## config.mk

```make
export PLATFORM = sky130hd
export DESIGN_NAME = lsu_top
export DESIGN_NICKNAME = d
export VERILOG_FILES = /design/src/verilog/lsu_pkg.sv /design/src/verilog/lsu_ctrl.sv /design/src/verilog/lsu_load_align.sv /design/src/verilog/lsu_store_align.sv /design/src/verilog/lsu_top.sv
export SDC_FILE = /design/constraint.sdc
export NUM_CORES = 1
export LEC_CHECK = 0
export ABC_CLOCK_PERIOD_IN_PS = 4240
export BUFFER_PORTS_ARGS = -buffer_cell sky130_fd_sc_hd__buf_2
export CORE_MARGIN = 2
export CORE_UTILIZATION = 50
export DETAILED_ROUTE_END_ITERATION = 8
export PLACE_DENSITY = 0.92
export SKIP_CTS_REPAIR_TIMING = 1
export SYNTH_ARGS = -nofsm -noshare
export SYNTH_HDL_FRONTEND = slang
export SYNTH_HIERARCHICAL = 1
export SYNTH_SLANG_ARGS = --single-unit
```

## constraint.sdc

```tcl
create_clock -name clk_i -period 4.24 [get_ports clk_i]
set_clock_uncertainty 0.15 [all_clocks]
set_input_delay 0.848 -clock clk_i [delete_from_list [all_inputs] [get_ports clk_i]]
set_output_delay 0.848 -clock clk_i [all_outputs]
set_load 0.03 [all_outputs]
```

## src/verilog/lsu_pkg.sv

```systemverilog
// width typedefs, access-size codes, core and memory request structs, controller states
package lsu_pkg;

  typedef logic [31:0] addr_t;     // byte address
  typedef logic [31:0] word_t;     // data word
  typedef logic [3:0]  be_t;       // one enable per byte lane
  typedef logic [1:0]  offset_t;   // byte offset within a word
  typedef logic [1:0]  lsu_type_t; // access size

  // access size codes, both 10 and 11 mean a byte
  localparam lsu_type_t LSU_TYPE_WORD = 2'b00;
  localparam lsu_type_t LSU_TYPE_HALF = 2'b01;
  localparam lsu_type_t LSU_TYPE_BYTE = 2'b10;

  // request from the core, held until req_done
  typedef struct packed {
    logic      we;
    lsu_type_t data_type;
    logic      sign_ext;
    addr_t     addr;
    word_t     wdata;
  } lsu_req_t;

  // payload toward the data memory
  typedef struct packed {
    addr_t addr;  // always word aligned
    logic  we;
    be_t   be;
    word_t wdata;
  } mem_req_t;

  typedef enum logic [2:0] {
    LS_IDLE,
    LS_WAIT_GNT_MIS,              // first half of a split access waits for grant
    LS_WAIT_RVALID_MIS,           // second half issued, first response pending
    LS_WAIT_GNT,                  // single access or second half waits for grant
    LS_WAIT_RVALID_MIS_GNTS_DONE  // both granted, first response pending
  } lsu_fsm_e;

endpackage

```

## src/verilog/lsu_ctrl.sv

```systemverilog
// lsu controller: request FSM, misaligned split control, error and last-address registers
`timescale 1ns/1ps

module lsu_ctrl import lsu_pkg::*; (
  input  logic     clk_i,
  input  logic     rst_ni,
  input  lsu_req_t lsu_req_i,
  input  logic     lsu_valid_i,
  input  logic     mem_gnt_i,
  input  logic     mem_rvalid_i,
  input  logic     mem_err_i,
  output logic     mem_req_valid_o,
  output addr_t    mem_addr_o,
  output logic     second_part_o,
  output logic     ctrl_update_o,
  output logic     rdata_update_o,
  output logic     lsu_req_done_o,
  output logic     lsu_resp_valid_o,
  output logic     lsu_rdata_valid_o,
  output logic     load_err_o,
  output logic     store_err_o,
  output addr_t    addr_last_o,
  output logic     busy_o
);

  lsu_fsm_e state_q, state_d;

  offset_t offset;
  logic    split_access;   // access needs two word-aligned requests
  logic    mis_q, mis_d;   // second half is being issued
  logic    err_q, err_d;   // error seen on the first half
  logic    we_q;           // direction of the access in flight
  logic    addr_incr;      // present the second address
  logic    addr_update;
  logic    go;             // new request accepted in idle
  logic    resp_err;
  addr_t   addr_next;
  addr_t   addr_last_d, addr_last_q;

  assign offset = lsu_req_i.addr[1:0];

  assign split_access =
      ((lsu_req_i.data_type == LSU_TYPE_WORD) && (offset != 2'b00)) ||
      ((lsu_req_i.data_type == LSU_TYPE_HALF) && (offset == 2'b11));

  // second half always lands in the next word
  assign addr_next   = lsu_req_i.addr + 32'd4;
  assign mem_addr_o  = addr_incr ? addr_next : lsu_req_i.addr;
  assign addr_last_d = addr_incr ? {addr_next[31:2], 2'b00} : lsu_req_i.addr;

  //////////////////////////////
  // request FSM
  //////////////////////////////

  always_comb begin
    state_d         = state_q;
    mis_d           = mis_q;
    err_d           = err_q;
    mem_req_valid_o = 1'b0;
    addr_incr       = 1'b0;
    addr_update     = 1'b0;
    ctrl_update_o   = 1'b0;
    rdata_update_o  = 1'b0;
    go              = 1'b0;

    unique case (state_q)
      LS_IDLE: begin
        if (lsu_valid_i) begin
          mem_req_valid_o = 1'b1;
          err_d           = 1'b0;
          go              = 1'b1;
          if (mem_gnt_i) begin
            ctrl_update_o = 1'b1;
            addr_update   = 1'b1;
            mis_d         = split_access;
            state_d       = split_access ? LS_WAIT_RVALID_MIS : LS_IDLE;
          end else begin
            state_d       = split_access ? LS_WAIT_GNT_MIS : LS_WAIT_GNT;
          end
        end
      end

      LS_WAIT_GNT_MIS: begin
        mem_req_valid_o = 1'b1;
        if (mem_gnt_i) begin
          ctrl_update_o = 1'b1;
          addr_update   = 1'b1;
          mis_d         = 1'b1;
          state_d       = LS_WAIT_RVALID_MIS;
        end
      end

      LS_WAIT_RVALID_MIS: begin
        mem_req_valid_o = 1'b1; // second half goes out right away
        addr_incr       = 1'b1;
        if (mem_rvalid_i) begin
          err_d          = mem_err_i;
          rdata_update_o = ~we_q;
          // keep the first address if the first half failed
          addr_update    = mem_gnt_i & ~mem_err_i;
          mis_d          = ~mem_gnt_i;
          state_d        = mem_gnt_i ? LS_IDLE : LS_WAIT_GNT;
        end else if (mem_gnt_i) begin
          mis_d   = 1'b0;
          state_d = LS_WAIT_RVALID_MIS_GNTS_DONE;
        end
      end

      LS_WAIT_GNT: begin
        mem_req_valid_o = 1'b1;
        addr_incr       = mis_q;
        if (mem_gnt_i) begin
          ctrl_update_o = 1'b1;
          addr_update   = ~err_q;
          mis_d         = 1'b0;
          state_d       = LS_IDLE;
        end
      end

      LS_WAIT_RVALID_MIS_GNTS_DONE: begin
        addr_incr = 1'b1; // second address still needed for addr_last
        if (mem_rvalid_i) begin
          err_d          = mem_err_i;
          addr_update    = ~mem_err_i;
          rdata_update_o = ~we_q;
          state_d        = LS_IDLE;
        end
      end

      default: state_d = LS_IDLE;
    endcase
  end

  //////////////////////////////
  // registers
  //////////////////////////////

  always_ff @(posedge clk_i or negedge rst_ni) begin
    if (!rst_ni) begin
      state_q     <= LS_IDLE;
      mis_q       <= 1'b0;
      err_q       <= 1'b0;
      we_q        <= 1'b0;
      addr_last_q <= '0;
    end else begin
      state_q <= state_d;
      mis_q   <= mis_d;
      err_q   <= err_d;
      if (ctrl_update_o) begin
        we_q <= lsu_req_i.we;
      end
      if (addr_update) begin
        addr_last_q <= addr_last_d;
      end
    end
  end

  //////////////////////////////
  // core side strobes
  //////////////////////////////

  // done at the end of the last address phase
  assign lsu_req_done_o = (go | (state_q != LS_IDLE)) & (state_d == LS_IDLE);

  // a split access answers only on its second response
  assign resp_err          = err_q | mem_err_i;
  assign lsu_resp_valid_o  = mem_rvalid_i & (state_q == LS_IDLE);
  assign lsu_rdata_valid_o = lsu_resp_valid_o & ~resp_err & ~we_q;
  assign load_err_o        = lsu_resp_valid_o & resp_err & ~we_q;
  assign store_err_o       = lsu_resp_valid_o & resp_err & we_q;

  assign second_part_o = mis_q;
  assign addr_last_o   = addr_last_q; // failing address for the trap handler
  assign busy_o        = (state_q != LS_IDLE);

endmodule

```

## src/verilog/lsu_load_align.sv

```systemverilog
// load aligner: load control registers, partial-word register, realignment, sign extension
`timescale 1ns/1ps

module lsu_load_align import lsu_pkg::*; (
  input  logic     clk_i,
  input  logic     rst_ni,
  input  lsu_req_t lsu_req_i,
  input  logic     ctrl_update_i,
  input  logic     rdata_update_i,
  input  word_t    mem_rdata_i,
  output word_t    rdata_o
);

  lsu_type_t   type_q;
  offset_t     offset_q;
  logic        sign_ext_q;
  logic [23:0] rdata_q;     // upper three bytes of the first word

  word_t       word_ext;    // word joined across the boundary
  word_t       shifted;
  logic [15:0] half;
  logic [7:0]  byte_d;
  word_t       half_ext;
  word_t       byte_ext;

  //////////////////////////////
  // registers
  //////////////////////////////

  always_ff @(posedge clk_i or negedge rst_ni) begin
    if (!rst_ni) begin
      type_q     <= LSU_TYPE_WORD;
      offset_q   <= '0;
      sign_ext_q <= 1'b0;
    end else if (ctrl_update_i) begin
      type_q     <= lsu_req_i.data_type;
      offset_q   <= lsu_req_i.addr[1:0];
      sign_ext_q <= lsu_req_i.sign_ext;
    end
  end

  always_ff @(posedge clk_i) begin
    if (rdata_update_i) begin
      rdata_q <= mem_rdata_i[31:8];
    end
  end

  //////////////////////////////
  // realignment
  //////////////////////////////

  always_comb begin
    unique case (offset_q)
      2'b00: word_ext = mem_rdata_i;
      2'b01: word_ext = {mem_rdata_i[7:0], rdata_q[23:0]};
      2'b10: word_ext = {mem_rdata_i[15:0], rdata_q[23:8]};
      2'b11: word_ext = {mem_rdata_i[23:0], rdata_q[23:16]};
    endcase
  end

  // bytes and halfwords inside one word come straight from the bus
  assign shifted = mem_rdata_i >> {offset_q, 3'b000};
  assign half    = (offset_q == 2'b11) ? word_ext[15:0] : shifted[15:0]; // split halfword
  assign byte_d  = shifted[7:0];

  assign half_ext = {{16{sign_ext_q & half[15]}}, half};
  assign byte_ext = {{24{sign_ext_q & byte_d[7]}}, byte_d};

  always_comb begin
    unique case (type_q)
      LSU_TYPE_WORD:        rdata_o = word_ext;
      LSU_TYPE_HALF:        rdata_o = half_ext;
      LSU_TYPE_BYTE, 2'b11: rdata_o = byte_ext;
    endcase
  end

endmodule

```

## src/verilog/lsu_store_align.sv

```systemverilog
// store aligner: byte-enable generation and store-data lane rotation
`timescale 1ns/1ps

module lsu_store_align import lsu_pkg::*; (
  input  lsu_req_t lsu_req_i,
  input  logic     second_part_i,
  output be_t      be_o,
  output word_t    wdata_o
);

  offset_t offset;
  word_t   wdata;

  assign offset = lsu_req_i.addr[1:0];
  assign wdata  = lsu_req_i.wdata;

  //////////////////////////////
  // byte enables
  //////////////////////////////

  always_comb begin
    unique case (lsu_req_i.data_type)
      LSU_TYPE_WORD: begin
        if (!second_part_i) begin
          be_o = 4'b1111 << offset;          // lanes from offset upward
        end else begin
          be_o = ~(4'b1111 << offset);       // the rest in the next word
        end
      end
      LSU_TYPE_HALF: begin
        if (!second_part_i) begin
          be_o = be_t'(4'b0011 << offset);   // offset 3 keeps only the top lane
        end else begin
          be_o = 4'b0001;                    // only reached from offset 3
        end
      end
      default: be_o = 4'b0001 << offset;     // byte
    endcase
  end

  //////////////////////////////
  // lane rotation
  //////////////////////////////

  // rotate left by the offset in bytes, bytes wrapping past lane 3 belong to the second half
  always_comb begin
    unique case (offset)
      2'b00: wdata_o = wdata;
      2'b01: wdata_o = {wdata[23:0], wdata[31:24]};
      2'b10: wdata_o = {wdata[15:0], wdata[31:16]};
      2'b11: wdata_o = {wdata[7:0], wdata[31:8]};
    endcase
  end

endmodule

```

## src/verilog/lsu_top.sv

```systemverilog
// lsu top level: controller, store aligner and load aligner wired to core and memory ports
`timescale 1ns/1ps

module lsu_top import lsu_pkg::*; (
  input  logic     clk_i,
  input  logic     rst_ni,

  // core side
  input  lsu_req_t lsu_req_i,
  input  logic     lsu_valid_i,
  output logic     lsu_req_done_o,
  output logic     lsu_resp_valid_o,
  output logic     lsu_rdata_valid_o,
  output word_t    lsu_rdata_o,
  output logic     load_err_o,
  output logic     store_err_o,
  output addr_t    addr_last_o,
  output logic     busy_o,

  // memory side
  output logic     mem_req_valid_o,
  output mem_req_t mem_req_o,
  input  logic     mem_gnt_i,
  input  logic     mem_rvalid_i,
  input  word_t    mem_rdata_i,
  input  logic     mem_err_i
);

  addr_t mem_addr;
  logic  second_part;
  logic  ctrl_update;
  logic  rdata_update;
  be_t   be;
  word_t wdata;

  lsu_ctrl lsu_ctrl_inst (
    .clk_i             (clk_i),
    .rst_ni            (rst_ni),
    .lsu_req_i         (lsu_req_i),
    .lsu_valid_i       (lsu_valid_i),
    .mem_gnt_i         (mem_gnt_i),
    .mem_rvalid_i      (mem_rvalid_i),
    .mem_err_i         (mem_err_i),
    .mem_req_valid_o   (mem_req_valid_o),
    .mem_addr_o        (mem_addr),
    .second_part_o     (second_part),
    .ctrl_update_o     (ctrl_update),
    .rdata_update_o    (rdata_update),
    .lsu_req_done_o    (lsu_req_done_o),
    .lsu_resp_valid_o  (lsu_resp_valid_o),
    .lsu_rdata_valid_o (lsu_rdata_valid_o),
    .load_err_o        (load_err_o),
    .store_err_o       (store_err_o),
    .addr_last_o       (addr_last_o),
    .busy_o            (busy_o)
  );

  lsu_store_align lsu_store_align_inst (
    .lsu_req_i     (lsu_req_i),
    .second_part_i (second_part),
    .be_o          (be),
    .wdata_o       (wdata)
  );

  lsu_load_align lsu_load_align_inst (
    .clk_i          (clk_i),
    .rst_ni         (rst_ni),
    .lsu_req_i      (lsu_req_i),
    .ctrl_update_i  (ctrl_update),
    .rdata_update_i (rdata_update),
    .mem_rdata_i    (mem_rdata_i),
    .rdata_o        (lsu_rdata_o)
  );

  // memory only sees word addresses
  assign mem_req_o.addr  = {mem_addr[31:2], 2'b00};
  assign mem_req_o.we    = lsu_req_i.we;
  assign mem_req_o.be    = be;
  assign mem_req_o.wdata = wdata;

endmodule
```

==> out/results.ini <==
[synth]
synth_cells=621
syn_avg_cell_area_um2=10.1
netlist_area_um2=6260
ys.warnings.count=6

[setup_path]
rr_worst_depth=6
path_class=reg2out
startpoint_type=flop
crit_path_end_kind=output port
critPathRequiredTime_ps=3240
ff2ff_setup_slack_ps=1910
worstPathMaxFanout=38
cp.arrival_ps=2630

[clocking]
path_clk_slew_ps=50
cts_tree=yes
clockBufferDepth=2
cts_num_sinks=67
cts_buffers=9
cts_root_buf=clkbuf_16
htree_num_levels=3
insertion_delay_ps=330

[grt]
antenna_found_initial=0
grt_max_degree=45
grt_pass1_wl_mm=27.0
track_usage=0.252
grt_pass1_vias=5549
globalRouteOverflowTotal=0

[power_and_ir_drop]
p_leak_nw=3.31
power_density_nw_per_um2=604
peakVddDrop_mv=0.449

[layout]
fin_nets=918
antennaDiodeCount=0
final_cell_mix=buf_2 (243), nor2_1 (42), dfrtp_1 (41), nand2_1 (38), mux2_2 (38)
drive_gt1_frac=0.450
final_common_cell=buf_2
synthToLayoutAreaGrowth_pct=20.3
nFillCells=968

[place]
place_ws_ps=694
gp_congestion=0.900
dp_hpwl_mm=12.7
portBuffers=243

[hold_path]
hold-path-cell-count=1
min_path_type=reg2reg

[route]
drt_wl_total_mm=17.4
firstDrtPassIters=7
first_iter_violations=647
drc=0
final_antenna_net_count=0
vias=6018
avgRoutedWirePerCell_um=17.9
vias_per_cell=6.17

[floorplanning]
die_w_um=116
fp-row-count=40
ioPinCount=246
core_area_um2=12100
die_area_um2=13400
die_y_um=116
initial_core_util=0.517

[sta]
fin_ws_ps=616
finalSetupViolCount=0
max_freq_ghz=0.276
final-hold-violation-count=0
period_needed_ps=3620
holdWs_ps=342
grt_setup_unrepaired=no
max_slew_margin=0.321
maxSlewViolCount=0
setup_tns_ps=0
fin_crit_sh=0.855
tightest_slew_ps=1020

[job]
drv_cap=0

[run_status]
outcome=completed

path summary, 6_finish.rpt:
path	from	end
min in group asynchronous	rst_ni	lsu_ctrl_inst/addr_last_o[16]$_DFFE_PN0P_
worst max-delay path	lsu_load_align_inst/offset_q[0]$_DFFE_PN0P_	lsu_rdata_o[17]
max in group asynchronous	rst_ni	lsu_load_align_inst/offset_q[0]$_DFFE_PN0P_
worst max register to register	lsu_ctrl_inst/state_q[1]$_DFF_PN0_	lsu_ctrl_inst/addr_last_o[11]$_DFFE_PN0P_
worst min register to register	lsu_ctrl_inst/addr_last_o[23]$_DFFE_PN0P_	lsu_ctrl_inst/addr_last_o[23]$_DFFE_PN0P_
worst min-delay path	lsu_ctrl_inst/addr_last_o[23]$_DFFE_PN0P_	lsu_ctrl_inst/addr_last_o[23]$_DFFE_PN0P_
cell type report:
class	count	area (um2)	share of cell area
repair buffers	258	1340	0.178
inverters	11	41.3	0.00549
clock buffers	10	229	0.0304
multi-input cells	456	3850	0.512
flip-flops and latches	67	1800	0.239
well taps	168	210	0.0279
clock inverters	6	55.1	0.00731
where the power goes:
part	internal (W)	switching (W)	leakage [nW]
Combinational	0.00102	0.00172	2.44
Sequential	0.000866	0.000230	0.725
Clock	0.000450	0.000270	0.139
Total	0.00233	0.00222	3.31
per-layer routing:
metal	vias up	global-route usage	wire (um)
met4	0	0.0952	446
met3	40	0.0523	1500
li1	2751	-	-
met2	344	0.422	8610
met1	2883	0.324	6870
met5	-	0	0
worst max-delay path, cell delays in order (launching register included):
cell	delay, ps
dfrtp_2	810
mux4_2	610
nand3_2	430
o211ai_1	210
buf_2	230
sequential cells by signal, indices dropped and copies added, names as in the netlist:
name	count
lsu_ctrl_inst/state_q	3
lsu_ctrl_inst/err_q	1
lsu_load_align_inst/type_q	2
lsu_load_align_inst/rdata_q	24
lsu_ctrl_inst/we_q	1
lsu_ctrl_inst/addr_last_o	32
lsu_ctrl_inst/second_part_o	1
lsu_load_align_inst/offset_q	2
lsu_load_align_inst/sign_ext_q	1
metrics by stage:
| step | util | total power [W] | std cells | instance area (um2) |
|---|---|---|---|---|
| finish | 0.621 | 0.00455 | 976 | 7530 |
| global route | 0.621 | 0.00479 | 976 | 7530 |
| CTS | 0.621 | 0.00456 | 976 | 7530 |
| detailed placement | 0.598 | 0.00382 | 960 | 7240 |
| global placement | 0.598 | 0.00377 | 960 | 7240 |
| floorplan | - | 0.00315 | 622 | 6260 |
No activity file was read; power rests on OpenSTA's default activity.
